File: config.mk
export PLATFORM = sky130hd
export DESIGN_NAME = dprx_top
export DESIGN_NICKNAME = d
export VERILOG_FILES = /design/src/dprx_pkg.sv /design/src/dprx_msa_capture.sv /design/src/dprx_stream_ctl.sv /design/src/dprx_sym_dec.sv /design/src/dprx_top.sv /design/src/dprx_vid_out.sv
export VERILOG_INCLUDE_DIRS = /design/src
export SDC_FILE = /design/constraint.sdc
export NUM_CORES = 1
export LEC_CHECK = 0
export BUFFER_PORTS_ARGS = -buffer_cell sky130_fd_sc_hd__buf_2
export CAP_MARGIN = 20
export CORE_MARGIN = 10
export CORE_UTILIZATION = 25
export CTS_CLUSTER_SIZE = 30
export DETAILED_ROUTE_END_ITERATION = 7
export PLACE_DENSITY_LB_ADDON = 0.25
export SYNTH_ARGS = -nofsm -noshare
export SYNTH_HDL_FRONTEND = slang
export SYNTH_SLANG_ARGS = --single-unit
File: constraint.sdc
create_clock -name lnk_clk -period 2.7 [get_ports lnk_clk]
set_clock_uncertainty 0.1 [all_clocks]
set_input_delay 0.27 -clock lnk_clk [delete_from_list [all_inputs] [get_ports lnk_clk]]
set_output_delay 0.27 -clock lnk_clk [all_outputs]
set_load 0.05 [all_outputs]
File: src/dprx_config.svh
/*
    DP RX link layer configuration
    Lane count, sync threshold and attribute packet length
*/

`ifndef DPRX_CONFIG_SVH
`define DPRX_CONFIG_SVH

// Link
// Lanes, 1, 2 or 4
`define DPRX_LANES      4

// Consecutive aligned BS beats before lnk_sync
`define DPRX_SYNC_CNT   4

// Main stream attributes
// Payload bytes per attribute packet
`define DPRX_MSA_BYTES  8

`endif

File: src/dprx_pkg.sv
/*
    DP RX link layer types
    Symbol opcodes, stream states, stage beats and the attribute record
*/

`default_nettype none

`include "dprx_config.svh"

package dprx_pkg;

    // K codes
    localparam logic [7:0] k_bs = 8'hbc;    // Blanking start
    localparam logic [7:0] k_be = 8'hfb;    // Blanking end
    localparam logic [7:0] k_ss = 8'h5c;    // Secondary start
    localparam logic [7:0] k_se = 8'hfd;    // Secondary end
    localparam logic [7:0] k_sr = 8'h1c;    // Scrambler reset

    // Symbol opcode
    typedef enum logic [2:0]
    {
        sym_data,               // K flag clear
        sym_bs,
        sym_be,
        sym_ss,
        sym_se,
        sym_sr,
        sym_other               // Unknown K code
    } sym_kind_e;

    // Stream state
    typedef enum logic [1:0]
    {
        st_blank,
        st_vbid,
        st_active,
        st_sdp
    } stream_state_e;

    // One lane, one symbol
    typedef struct packed
    {
        logic       k;
        logic [7:0] dat;
    } lnk_beat_t;

    // Decode stage output
    typedef struct packed
    {
        logic                       vld;
        sym_kind_e                  kind;       // Lane 0 opcode
        logic                       aligned;    // All lanes agree
        logic [`DPRX_LANES*8-1:0]   dat;        // Lane 0 in low byte
    } dec_beat_t;

    // Execute stage output
    typedef struct packed
    {
        logic                       act;            // Active video beat
        logic                       sof;            // First beat of frame
        logic                       line_end;       // Held beat closes the line
        logic                       sdp_byte_vld;   // Attribute payload
        logic                       sdp_end;        // SE seen
        logic [`DPRX_LANES*8-1:0]   dat;
    } ctl_beat_t;

    // Main stream attributes
    // Bytes arrive low first, htotal first, so htotal sits in the low bits
    typedef struct packed
    {
        logic [15:0] vheight;
        logic [15:0] hwidth;
        logic [15:0] vtotal;
        logic [15:0] htotal;
    } msa_t;

endpackage

`default_nettype wire

File: src/dprx_msa_capture.sv
/*
    DP RX main stream attribute capture
    Collects payload bytes between SS and SE, publishes on a full packet
*/

`timescale 1ns/1ps
`default_nettype none

`include "dprx_config.svh"

module dprx_msa_capture
(
    input wire                  lnk_clk,
    input wire                  arst_n,
    input dprx_pkg::ctl_beat_t  ctl,
    output dprx_pkg::msa_t      msa,        // Last complete packet
    output logic                msa_irq     // One cycle per packet
);

localparam int beat_w = `DPRX_LANES * 8;
localparam int msa_w  = $bits(dprx_pkg::msa_t);
localparam int cnt_w  = $clog2(`DPRX_MSA_BYTES + `DPRX_LANES + 1);

logic [msa_w-1:0] stage;        // Payload shifts in from the top
logic [cnt_w-1:0] byte_cnt;

// Staging shift, lane 0 byte is the oldest
always_ff @(posedge lnk_clk)
begin
    if (ctl.sdp_byte_vld)
        stage <= {ctl.dat, stage[msa_w-1:beat_w]};
end

// Byte count over the run of payload beats, SS beat clears it
always_ff @(posedge lnk_clk or negedge arst_n)
begin
    if (!arst_n)
        byte_cnt <= '0;
    else if (ctl.sdp_byte_vld)
    begin
        if (byte_cnt <= cnt_w'(`DPRX_MSA_BYTES))   // Saturate on long packets
            byte_cnt <= byte_cnt + cnt_w'(`DPRX_LANES);
    end
    else
        byte_cnt <= '0;
end

always_ff @(posedge lnk_clk or negedge arst_n)
begin
    if (!arst_n)
    begin
        msa     <= '0;
        msa_irq <= 1'b0;
    end
    else
    begin
        msa_irq <= 1'b0;
        if (ctl.sdp_end && (byte_cnt == cnt_w'(`DPRX_MSA_BYTES)))
        begin
            msa     <= stage;
            msa_irq <= 1'b1;
        end
    end
end

a_irq_pulse : assert property (@(posedge lnk_clk) disable iff (!arst_n)
    msa_irq |=> !msa_irq)
    else $error("msa_irq longer than one cycle");

endmodule

`default_nettype wire

File: src/dprx_stream_ctl.sv
/*
    DP RX stream control
    FSM over blanking, VB-ID, active video and secondary packets
*/

`timescale 1ns/1ps
`default_nettype none

module dprx_stream_ctl
(
    input wire                  lnk_clk,
    input wire                  arst_n,
    input dprx_pkg::dec_beat_t  dec,        // From decoder
    output dprx_pkg::ctl_beat_t ctl         // To capture and video out
);

dprx_pkg::stream_state_e    state;
dprx_pkg::stream_state_e    state_nxt;
logic                       vb_flag;        // Vertical blank from last VB-ID
logic                       vb_flag_nxt;
logic                       sof_pend;       // Next active beat starts a frame
logic                       sof_pend_nxt;
dprx_pkg::ctl_beat_t        ctl_nxt;

always_comb
begin
    state_nxt    = state;
    vb_flag_nxt  = vb_flag;
    sof_pend_nxt = sof_pend;
    ctl_nxt      = '0;
    ctl_nxt.dat  = dec.dat;

    if (dec.vld)
    begin
        case (state)
            dprx_pkg::st_blank :
            begin
                case (dec.kind)
                    dprx_pkg::sym_bs : state_nxt = dprx_pkg::st_vbid;
                    dprx_pkg::sym_be : state_nxt = dprx_pkg::st_active;
                    dprx_pkg::sym_ss : state_nxt = dprx_pkg::st_sdp;
                    default          : state_nxt = dprx_pkg::st_blank;
                endcase
            end

            // Beat after BS carries VB-ID, lane 0 bit 0
            dprx_pkg::st_vbid :
            begin
                vb_flag_nxt = dec.dat[0];
                if (vb_flag && !dec.dat[0])
                    sof_pend_nxt = 1'b1;    // Vertical blank just ended
                state_nxt = dprx_pkg::st_blank;
            end

            dprx_pkg::st_active :
            begin
                if (dec.kind == dprx_pkg::sym_data)
                begin
                    ctl_nxt.act  = 1'b1;
                    ctl_nxt.sof  = sof_pend;
                    sof_pend_nxt = 1'b0;
                end
                else if (dec.kind == dprx_pkg::sym_bs)
                begin
                    ctl_nxt.line_end = 1'b1;    // Next BS closes the line
                    state_nxt        = dprx_pkg::st_vbid;
                end
            end

            dprx_pkg::st_sdp :
            begin
                if (dec.kind == dprx_pkg::sym_data)
                    ctl_nxt.sdp_byte_vld = 1'b1;
                else if (dec.kind == dprx_pkg::sym_se)
                begin
                    ctl_nxt.sdp_end = 1'b1;
                    state_nxt       = dprx_pkg::st_blank;
                end
                else if (dec.kind == dprx_pkg::sym_bs)
                    state_nxt = dprx_pkg::st_vbid;  // Packet cut short
            end

            default : state_nxt = dprx_pkg::st_blank;
        endcase
    end
end

always_ff @(posedge lnk_clk or negedge arst_n)
begin
    if (!arst_n)
    begin
        state    <= dprx_pkg::st_blank;
        vb_flag  <= 1'b0;
        sof_pend <= 1'b0;
        ctl      <= '0;
    end
    else
    begin
        state    <= state_nxt;
        vb_flag  <= vb_flag_nxt;
        sof_pend <= sof_pend_nxt;
        ctl      <= ctl_nxt;
    end
end

a_act_sdp_excl : assert property (@(posedge lnk_clk) disable iff (!arst_n)
    !(ctl.act && ctl.sdp_byte_vld))
    else $error("Active and payload beat at once");

endmodule

`default_nettype wire

File: src/dprx_sym_dec.sv
/*
    DP RX symbol decoder
    Classifies lane symbols, checks lane alignment, tracks link sync
*/

`timescale 1ns/1ps
`default_nettype none

`include "dprx_config.svh"

module dprx_sym_dec
(
    input wire                                  lnk_clk,
    input wire                                  arst_n,
    input dprx_pkg::lnk_beat_t [`DPRX_LANES-1:0] lnk_in,     // Raw lane symbols
    output dprx_pkg::dec_beat_t                 dec,        // Decoded beat
    output logic                                lnk_sync
);

localparam int cnt_w = $clog2(`DPRX_SYNC_CNT + 1);

dprx_pkg::sym_kind_e        lane_kind [`DPRX_LANES];
logic                       aligned;
logic [`DPRX_LANES*8-1:0]   lane_dat;
logic [cnt_w-1:0]           bs_cnt;         // Consecutive aligned BS beats

// K code to opcode
function automatic dprx_pkg::sym_kind_e kind_of(input dprx_pkg::lnk_beat_t s);
    dprx_pkg::sym_kind_e kind;
    if (!s.k)
        kind = dprx_pkg::sym_data;
    else
    begin
        case (s.dat)
            dprx_pkg::k_bs : kind = dprx_pkg::sym_bs;
            dprx_pkg::k_be : kind = dprx_pkg::sym_be;
            dprx_pkg::k_ss : kind = dprx_pkg::sym_ss;
            dprx_pkg::k_se : kind = dprx_pkg::sym_se;
            dprx_pkg::k_sr : kind = dprx_pkg::sym_sr;
            default        : kind = dprx_pkg::sym_other;
        endcase
    end
    return kind;
endfunction

// Classify lanes and compare against lane 0
always_comb
begin
    aligned = 1'b1;
    for (int i = 0; i < `DPRX_LANES; i++)
    begin
        lane_kind[i]      = kind_of(lnk_in[i]);
        lane_dat[i*8 +: 8] = lnk_in[i].dat;     // Lane 0 lands in low byte
        if (lane_kind[i] != lane_kind[0])
            aligned = 1'b0;
    end
end

// Decode register
always_ff @(posedge lnk_clk or negedge arst_n)
begin
    if (!arst_n)
        dec <= '0;
    else
    begin
        dec.vld     <= 1'b1;
        dec.kind    <= lane_kind[0];
        dec.aligned <= aligned;
        dec.dat     <= lane_dat;
    end
end

// Link sync, counted on the decoded beat
always_ff @(posedge lnk_clk or negedge arst_n)
begin
    if (!arst_n)
    begin
        bs_cnt   <= '0;
        lnk_sync <= 1'b0;
    end
    else if (dec.vld && !dec.aligned)
    begin
        bs_cnt   <= '0;     // Skew restarts the count
        lnk_sync <= 1'b0;
    end
    else if (dec.vld && (dec.kind == dprx_pkg::sym_bs) && (bs_cnt != cnt_w'(`DPRX_SYNC_CNT)))
    begin
        bs_cnt <= bs_cnt + 1'b1;
        if (bs_cnt == cnt_w'(`DPRX_SYNC_CNT - 1))
            lnk_sync <= 1'b1;
    end
end

// Sync must drop right after a misaligned beat
a_sync_drop : assert property (@(posedge lnk_clk) disable iff (!arst_n)
    (dec.vld && !dec.aligned) |=> !lnk_sync)
    else $error("lnk_sync high after misaligned beat");

endmodule

`default_nettype wire

File: src/dprx_top.sv
/*
    DP RX link layer top
    Symbol decode, stream control, attribute capture and video output
*/

`timescale 1ns/1ps
`default_nettype none

`include "dprx_config.svh"

module dprx_top
(
    input wire                          lnk_clk,
    input wire                          arst_n,

    // Link
    input wire [`DPRX_LANES*9-1:0]      lnk_dat,    // K flag in bit 8 of each lane
    output wire                         lnk_sync,

    // Video
    input wire                          vid_rdy,
    output wire                         vid_sof,    // Start of frame
    output wire                         vid_eol,    // End of line
    output wire [`DPRX_LANES*8-1:0]     vid_dat,
    output wire                         vid_vld,
    output wire                         vid_ovf,

    // Main stream attributes
    output dprx_pkg::msa_t              msa,
    output wire                         msa_irq
);

dprx_pkg::lnk_beat_t [`DPRX_LANES-1:0]  lnk_in;
dprx_pkg::dec_beat_t                    dec;
dprx_pkg::ctl_beat_t                    ctl;

// Lane slicing
genvar i;
generate
    for (i = 0; i < `DPRX_LANES; i++)
    begin : gen_lane
        assign lnk_in[i].k   = lnk_dat[i*9 + 8];
        assign lnk_in[i].dat = lnk_dat[i*9 +: 8];
    end
endgenerate

dprx_sym_dec i_sym_dec
(
    .lnk_clk    (lnk_clk),
    .arst_n     (arst_n),
    .lnk_in     (lnk_in),
    .dec        (dec),
    .lnk_sync   (lnk_sync)
);

dprx_stream_ctl i_stream_ctl
(
    .lnk_clk    (lnk_clk),
    .arst_n     (arst_n),
    .dec        (dec),
    .ctl        (ctl)
);

dprx_msa_capture i_msa_capture
(
    .lnk_clk    (lnk_clk),
    .arst_n     (arst_n),
    .ctl        (ctl),
    .msa        (msa),
    .msa_irq    (msa_irq)
);

dprx_vid_out i_vid_out
(
    .lnk_clk    (lnk_clk),
    .arst_n     (arst_n),
    .ctl        (ctl),
    .vid_rdy    (vid_rdy),
    .vid_sof    (vid_sof),
    .vid_eol    (vid_eol),
    .vid_dat    (vid_dat),
    .vid_vld    (vid_vld),
    .vid_ovf    (vid_ovf)
);

endmodule

`default_nettype wire

File: src/dprx_vid_out.sv
/*
    DP RX video output
    Holds one active beat to find line ends, drives video and overflow
*/

`timescale 1ns/1ps
`default_nettype none

`include "dprx_config.svh"

module dprx_vid_out
(
    input wire                          lnk_clk,
    input wire                          arst_n,
    input dprx_pkg::ctl_beat_t          ctl,
    input wire                          vid_rdy,    // Sink ready level
    output logic                        vid_sof,
    output logic                        vid_eol,
    output logic [`DPRX_LANES*8-1:0]    vid_dat,
    output logic                        vid_vld,
    output logic                        vid_ovf     // Sticky until reset
);

logic                       held_vld;   // Holding an active beat
logic                       held_sof;
logic [`DPRX_LANES*8-1:0]   held_dat;

// Hold stage
always_ff @(posedge lnk_clk or negedge arst_n)
begin
    if (!arst_n)
    begin
        held_vld <= 1'b0;
        held_sof <= 1'b0;
    end
    else
    begin
        held_vld <= ctl.act;
        held_sof <= ctl.sof;    // Set upstream only on active beats
    end
end

always_ff @(posedge lnk_clk)
begin
    if (ctl.act)
        held_dat <= ctl.dat;
    if (held_vld)
        vid_dat <= held_dat;    // Raw lane bytes
end

// Emit held beat once the next beat shows whether the line closed
always_ff @(posedge lnk_clk or negedge arst_n)
begin
    if (!arst_n)
    begin
        vid_vld <= 1'b0;
        vid_sof <= 1'b0;
        vid_eol <= 1'b0;
        vid_ovf <= 1'b0;
    end
    else
    begin
        vid_vld <= held_vld;
        vid_sof <= held_sof;
        vid_eol <= held_vld && ctl.line_end;    // Empty line gives no eol
        if (vid_vld && !vid_rdy)
            vid_ovf <= 1'b1;    // Refused beat is lost
    end
end

a_flags_vld : assert property (@(posedge lnk_clk) disable iff (!arst_n)
    (vid_sof || vid_eol) |-> vid_vld)
    else $error("vid_sof or vid_eol without vid_vld");

endmodule

`default_nettype wire

Word-level counts from Yosys, hierarchy flattened

Index checks and enable logic that the tools add are counted.

Mux-type cells: 37
Add/subtract/negate cells: 2
Equal/unequal tests: 38
Reduce and logical (&&, ||, !) cells: 19
Magnitude comparators: 1

Operator list:

| kind                | number |
|---|---|
| $eq 8x8->1 const B  | 12 |
| $pmux 3 s5          | 4 |
| $eq 8x5->1 const B  | 4 |
| $eq 8x7->1 const B  | 4 |
| $mux 3              | 7 |
| $mux 1              | 14 |
| $mux 2              | 6 |
| $eq 3x2->1 const B  | 3 |
| $ne 3x3->1          | 3 |
| $mux 4              | 2 |
| $pmux 2 s4          | 1 |
| $logic_and 1x1->1   | 7 |
| $ne 2x1->1 const B  | 3 |
| $pmux 2 s3          | 1 |
| $reduce_bool 2->1   | 3 |
| $mux 5              | 1 |
| $add 4x3->4 const B | 1 |
| $eq 2x2->1 const B  | 2 |
| $eq 4x4->1 const B  | 1 |
| $le 4x4->1 const B  | 1 |
| $ne 2x2->1 const B  | 2 |
| $reduce_and 2->1    | 2 |
| $reduce_and 4->1    | 1 |
| $add 3x1->3 const B | 1 |
| 9 further kinds     | 11 |

Input port bits: 39
Output and inout port bits: 102
Logic and storage cells: 127
Bits in registers: 285

Depth between registers and ports, before layout

Gate-level depths: netlist (run 1).

Depth after elaboration: 7
Mapped depth: 7
Gate-level depth less buffers: 7

By module

From an unflattened synthesis (run 1), not the netlist that was laid out.

Cell total of the unflattened synthesis: 478
Area total of the unflattened synthesis: 9571.7 um^2

By module, submodules not included:

| module           | area an instance (um^2) | seq. area each (um^2) | times used | cells each |
|---|---|---|---|---|
| dprx_msa_capture | 4644.5                  | 3598.5                | 1          | 212 |
| dprx_vid_out     | 2089.5                  | 2072.0                | 1          | 73 |
| dprx_sym_dec     | 1649.1                  | 1026.0                | 1          | 128 |
| dprx_stream_ctl  | 1188.6                  | 1026.0                | 1          | 65 |

Worst setup path before layout (run 1)

No wires, ideal clock.

Path kind: reg-to-reg
From: register, netlist name i_stream_ctl.ctl[33]
To: register i_msa_capture.stage[0], enable pin
Path buffers: 0
Setup time: 422 ps
Required time: 2178 ps
Path slack: 574 ps
Period minus slack after synthesis: 2126 ps
Arrival time: 1604 ps
Stages on the path, launching flop included: 1
Path through: dfrtp_1

RTL lines:

| what                 | RTL line               | source |
|---|---|---|
| to (signal assigned) | dprx_msa_capture.sv:31 | `stage <= {ctl.dat, stage[msa_w-1:beat_w]};` |
| to (decl)            | dprx_msa_capture.sv:24 | `logic [msa_w-1:0] stage;` |

No word-level cell between the ends.

Worst setup path after layout (run 1)

From: input lnk_dat[15]
To: register, netlist name i_sym_dec.dec[32]

Cells in the longest elaborated chain, start to end: 7
Elaborated cells on any way between the ends: 11
Classes of those cells: 6 x eq/ne; 5 x mux

RTL lines:

| what                               | RTL line           | source |
|---|---|---|
| from (decl)                        | dprx_top.sv:17     | `` input wire [`DPRX_LANES*9-1:0] lnk_dat, `` |
| $eq 8x5->1 (tied with other cells) | dprx_sym_dec.sv:34 | `case (s.dat)` |
| $pmux 3 s5 (*)                     | dprx_sym_dec.sv:34 |  |
| $mux 3 (*)                         | dprx_sym_dec.sv:30 | `if (!s.k)` |
| $ne 3x3->1 (*)                     | dprx_sym_dec.sv:54 | `if (lane_kind[i] != lane_kind[0])` |
| $mux 1 (*) (3 in a row)            | dprx_sym_dec.sv:54 |  |
| named net i_sym_dec.aligned        | dprx_sym_dec.sv:23 | `logic aligned;` |

The timed path passes the listed nets; every way through them passes the cells marked *.
A chain may end at the register's enable or synchronous reset.

==> results of run 1 <==
==> worst max-delay path by stage <==
stage                          from                endpoint  slack [ns]  cells past startpoint
3_5_place_dp             lnk_dat[5]       i_sym_dec.dec[32]        0.54                      6
2_1_floorplan  i_stream_ctl.ctl[33]  i_msa_capture.stage[0]        0.57                      0
4_1_cts                 lnk_dat[15]       i_sym_dec.dec[32]        0.44                      8
3_3_place_gp             lnk_dat[5]       i_sym_dec.dec[32]        0.54                      6
6_report                lnk_dat[15]       i_sym_dec.dec[32]        0.40                      8
5_1_grt                 lnk_dat[16]       i_sym_dec.dec[32]        0.22                      8
==> Yosys cell counts (2+ instances only) <==
cell type / count / area, sq um
a2111oi_0: 3 / 26.3
a21oi_1: 7 / 35.0
a32o_1: 2 / 20.0
and2_1: 4 / 25.0
and3_1: 7 / 43.8
and4b_1: 2 / 20.0
buf_1: 4 / 15.0
clkbuf_1: 4 / 15.0
dfrtp_1: 155 / 3880
edfxtp_1: 128 / 3840
ha_1: 10 / 125
inv_1: 10 / 37.5
mux2_1: 64 / 721
mux2i_1: 3 / 30.0
nand2_1: 11 / 41.3
nand2b_1: 3 / 18.8
nand3_1: 2 / 10.0
nand4_1: 7 / 43.8
nand4b_1: 7 / 61.3
nor2_1: 7 / 26.3
nor2b_1: 2 / 12.5
o21ai_0: 12 / 60.1
o21ai_1: 6 / 30.0
o31a_1: 2 / 17.5
or2_1: 6 / 37.5
or4_1: 3 / 22.5
==> worst min-delay path: cells and delay by family <==
kind	cells	cell delay, ns
AO/OA/AOI/OAI	1	0.09
buffers and inverters	1	0.11
AND/OR/NAND/NOR	2	0.24
==> what timing repair did <==
action / CTS / global route
hold endpoints to repair: 89 / 0
gates resized for setup: 0 / 0
hold buffers: 37 / 0
==> layout make-up <==
cell class | count | area [sq um] | area share (%)
tap | 468 | 586 | 4.85
sequential | 283 | 7730 | 64.0
clock inverter | 16 | 96.3 | 0.798
clock buffer | 42 | 847 | 7.01
timing repair buffer | 187 | 1200 | 9.95
inverter | 10 | 37.5 | 0.311
multi-input combinational | 187 | 1580 | 13.1
==> state kept, by name, summed over array words and instances, names as in the netlist, 2 cells and up <==
signal                  count
i_msa_capture.byte_cnt      2
i_msa_capture.msa          64
i_msa_capture.stage        64
i_stream_ctl.ctl           37
i_stream_ctl.state          2
i_sym_dec.bs_cnt            3
i_sym_dec.dec              37
i_vid_out.held_dat         32
i_vid_out.vid_dat          32
==> cell families (layout without fill, tap and decap cells) <==
logic type / Yosys count / in the layout
adder cells (fa/ha/maj): 10 / 10
other: 1 / 1
multiplexers: 68 / 68
buffers and inverters: 18 / 255
XOR/XNOR: 2 / 2
AO/OA/AOI/OAI: 42 / 42
AND/OR/NAND/NOR: 64 / 64
flip-flops: 283 / 283
==> report_power, final <==
group	leakage [nW]	switching [mW]	total [mW]	internal [mW]
sequential	3.15	0.0477	4.62	4.58
clock	0.461	1.67	3.87	2.20
combinational	1.70	0.173	0.276	0.103
==> routing by layer <==
metal,track usage (%),up-vias
met5,0,-
met3,2.42,36
met4,3.18,0
li1,-,2239
met1,12.4,2435
met2,14.3,129
==> per-stage QoR <==
stage / instances / instance area, sq um / worst slack [ns] / hold slack [ns]
after detailed placement: 1098 / 10800 / 0.535 / 0.189
final: 1193 / 12100 / 0.399 / 0.0973
after floorplan: 488 / 9360 / 0.574 / -0.126
after CTS: 1193 / 12100 / 0.442 / 0.0486
after global routing: 1193 / 12100 / 0.218 / 0.0745
after global placement: 1098 / 10800 / 0.540 / 0.195
==> out/qor.yml, run 1 <==
cp_max_fo: 5
avgRoutedWirePerCell_um: 17.7
postCtsSetupRepairBufs: 0
fmax_mhz: 435
synth_top_family_by_area: "multiplexers"
remaining_drc_errors: 0
ys_warn_count: 0
wl_met2_um: 9560
clockBufferDepth: 3
cp_cell_sequence: "dlygate4sd3_1 -> buf_2 -> nand4_1 -> o21ai_0 -> a21oi_1 -> nand4_1 -> dlygate4sd3_1 -> a222oi_1"
power.density_mw_per_mm2: 726
worstPathRequired_ns: 3.05
clkSinkCount: 283
post-route-util_pct: 32.8
drv_slew: 0
power.total_mw: 8.77
antenna_found_initial: 0
drtAntennaViolNets: 0
drtPass1Iterations: 4
wirelength_um: 21100
r2r_start: "i_msa_capture.byte_cnt[2]"
layout_common_cells: "dfrtp_1, buf_2, edfxtp_1"
clock_latency_ns: 0.56
dieArea_sq_mm: 0.0456
coreArea_sq_mm: 0.0368
async_flop_share_pct: 54.8
die_h_um: 214
hold_viol: 0
clk_pin_slew_ns: 0.06
cp_slowest_stage_delay_ns: 0.58
row_count: 70
ys_seq_area_share_pct: 82.5
top_layer: "met4"
dr_total_vias: 4839
setup.worst_path.class: "in2reg"
portBuffers: 140
r2r_cells: 5
synth-compound-area-share_pct: 2.95
wl_met1_um: 9690
startpoint_type: "primary input"
n_antenna_cell: 0
cts_buffers: 31
syn_area_sq_mm: 0.00936
synth-seq-cells: 283
max_slew.worst_pin.slew_ns: 0.660
timing.rr.end: "i_msa_capture.msa[23]"
routed_via_density: 4.06
fp.dieW_um: 214
dp.final_hpwl_um: 14300
layout_commonest_cell: "dfrtp_1"
layout_min_cycle_time_ns: 2.30
min_from: "lnk_dat[35]"
irDropWorstVdd_mv: 0.399
synth_fa_ha_area_share_pct: 1.34
grt_util_all_layers_pct: 9.26
outcome: "completed"
slowest_stage: "dlygate4sd3_1"
relSlewSlack_pct: 56.0
cts_tree: "done"
worstHoldPathType: "in2reg"
hold_depth: 4
setup_tns_ns: 0
grt_pass1_vias: 5219
synth-simple-area-share_pct: 4.16
layout-drive-gt1-share_pct: 28.3
start_util_pct: 25.5
r2r_slack_ns: 0.72
synth-xor-area-share_pct: 0.187
grt_pass1_wl_um: 32100
crit_buf_inv: 3
synth_edf_count: 128
synth_fp_nets: 537
htreeDepth: 1
synth_cell_types: 43
rsz0062_at_grt: "false"
min_period_over_period_pct: 85.2
synthFlopType: "dfrtp_1"
cp-end-kind: "register"
cap_violations: 0
p_leak_nw: 5.31
syn_inst: 488
area_delta_synth_final_pct: 29.0
fin_nets: 749
worstHoldEndpoint: "i_sym_dec.dec[32]"
fillCellCount: 3589
synth_mux_area_share_pct: 8.14
crit_family: "buffers and inverters"
drt_iter0_markers: 294
grt_max_degree: 56
crit_arrival_ns: 2.65
wl_met3_um: 1410
cts_root_buffer: "clkbuf_16"
gr-total-overflow: 0
synth_area_per_cell_sq_um: 19.2
gp_congestion: 0.766
ios: 141
setup_violations: 0
Note: power is estimated with default switching activity, not from simulation.
==> run 2, diff against run 1 <==
- GPL_TIMING_DRIVEN: default -> 0
==> run 2 against run 1 <==
Sequential power about the same. First-iteration DRC count shrank 28%. Critical path depth is 3 lower. Via count grew 0.60%. Fmax is 1.3% lower. Worst setup slack lost 0.031 ns. Register-to-register slack lost 0.35 ns. Final cell count is essentially flat.
==> out/qor.yml, run 2 (synthesized netlist as in run 1, its figures left out) <==
outcome: "completed"
avgRoutedWirePerCell_um: 17.6
remaining_drc_errors: 0
worstPathRequired_ns: 3.02
layout_commonest_cell: "dfrtp_1"
slowest_stage: "clkbuf_1"
clk_pin_slew_ns: 0.06
switching_share_pct: 21.1
row_count: 70
p_leak_nw: 5.26
htreeDepth: 1
startpoint_type: "register"
grt_pass1_vias: 5291
gr-total-overflow: 0
regArea_sq_mm: 0.00773
ios: 141
grt_pass1_wl_um: 31900
routed_via_density: 4.08
multi_input_area_sq_mm: 0.00157
min_period_over_period_pct: 86.4
cap_violations: 0
fp.dieW_um: 214
cp-end-kind: "register"
drt_iter0_markers: 211
drv_slew: 0
switchingPower_mw: 1.85
die_h_um: 214
fillCellCount: 3582
clock_latency_ns: 0.54
p_int_mw: 6.92
dr_total_vias: 4868
dieArea_sq_mm: 0.0456
start_util_pct: 25.5
wirelength_um: 20900
placed_cells: 1100
dp.final_hpwl_um: 14400
grt_max_degree: 90
hold_viol: 0
grt_util_all_layers_pct: 9.13
combinationalPowerShare_pct: 3.2
postCtsSetupRepairBufs: 0
layout_min_cycle_time_ns: 2.33
area_delta_synth_final_pct: 28.6
relSlewSlack_pct: 50.0
layout-drive-gt1-share_pct: 26.6
cp_max_fo: 11
drtPass1Iterations: 4
cp_slowest_stage_delay_ns: 0.61
irDropWorstVdd_mv: 0.366
placed_area_sq_mm: 0.0108
pwr-share-seq_pct: 52.7
top_regs: "i_msa_capture.msa (64), i_msa_capture.stage (64)"
cts_tree: "done"
antenna_found_initial: 1
drtAntennaViolNets: 0
setup.worst_path.class: "reg2reg"
cts_buffers: 31
clockBufferDepth: 3
clkSinkCount: 283
power.density_mw_per_mm2: 728
cp_cell_sequence: "inv_1 -> ha_1 -> nand2_1 -> clkbuf_1 -> mux2_1"
portBuffers: 140
post-route-util_pct: 32.7
worstHoldPathType: "in2reg"
gp_congestion: 0.752
max_slew.worst_pin.slew_ns: 0.749
clkPwrFrac_pct: 44.1
coreArea_sq_mm: 0.0368
fmax_mhz: 429
crit_arrival_ns: 2.65
fin_area_sq_mm: 0.0120
cts_root_buffer: "clkbuf_16"
fin_nets: 748
layout_common_cells: "dfrtp_1, buf_2, edfxtp_1"
setup_violations: 0
layoutNonFillerInstCount: 1192
rsz0062_at_grt: "false"
## run 2: cell types whose count changed in the layout (fill, tap and decap cells not counted), sizes merged, moves of 2 or more
cell,previous run,this run
inv,12,10
clkinv,11,9
buf,150,147
dlygate4sd3,37,35
clkbuf,42,49
## run 2: repair_timing
| action | in CTS | in global routing |
|---|---|---|
| hold buffers | 35 | 0 |
| hold endpoints to repair | 124 | 0 |
| gates resized for setup | 0 | 1 |
| setup endpoints to repair | 0 | 34 |
## run 2: worst paths after layout
path	end	depth (start not counted)	from	slack (ns)
worst max-delay path	i_msa_capture.msa[52]	5	i_msa_capture.byte_cnt[2]	0.37
min in group asynchronous	i_msa_capture.msa[14]	2	arst_n	0.20
max in group asynchronous	i_vid_out.held_vld	3	arst_n	1.50
worst min register to register	i_stream_ctl.ctl[9]	0	i_sym_dec.dec[9]	0.24
worst min-delay path	i_sym_dec.dec[32]	5	lnk_dat[26]	0.05
worst max register to register	i_msa_capture.msa[52]	5	i_msa_capture.byte_cnt[2]	0.37
## run 2: power by group through the flow
stage	registers, mW	clock network, mW	logic [mW]
after floorplan	4.72	0	0.0592
after global placement	4.71	0	0.230
after detailed placement	4.70	0	0.251
after CTS	4.62	4.05	0.292
after global routing	4.62	4.22	0.318
final	4.61	3.87	0.282
## run 2: area by class of cell
cell class / count / area share, %
Clock inverter: 12 / 0.748
Buffer: 7 / 0.229
Timing Repair Buffer: 179 / 9.60
Multi-Input combinational cell: 187 / 13.1
Sequential cell: 283 / 64.2
Clock buffer: 45 / 6.96
Inverter: 10 / 0.312
Tap cell: 468 / 4.86
Antenna cell: 1 / 0.0208
## run 2: critical path, delay by kind of cell, from the launching register on
kind	cells	cell delay [ns]
adder cells (fa/ha/maj)	1	0.19
buffers and inverters	2	0.69
flip-flops	1	0.38
multiplexers	1	0.38
AND/OR/NAND/NOR	1	0.46
## run 2: through the flow
stage                     hold WS [ns]  setup TNS [ns]  total power [mW]  worst slack, ns
after floorplan                 -0.126               0              4.78            0.574
after global placement           0.234         -278.27              4.94            -1.54
after detailed placement         0.215               0              4.95           0.0534
after CTS                       0.0131               0              8.96           0.0437
after global routing            0.0469               0              9.16            0.115
final                           0.0535               0              8.76            0.368
## run 2: layer usage
layer / wire, um / global-route usage (%) / part of all wire (%)
met5: 0 / 0 / 0
met4: 417 / 2.64 / 2.0
met2: 9720 / 14.7 / 46
met3: 1140 / 2.10 / 5.4
met1: 9670 / 12.1 / 46
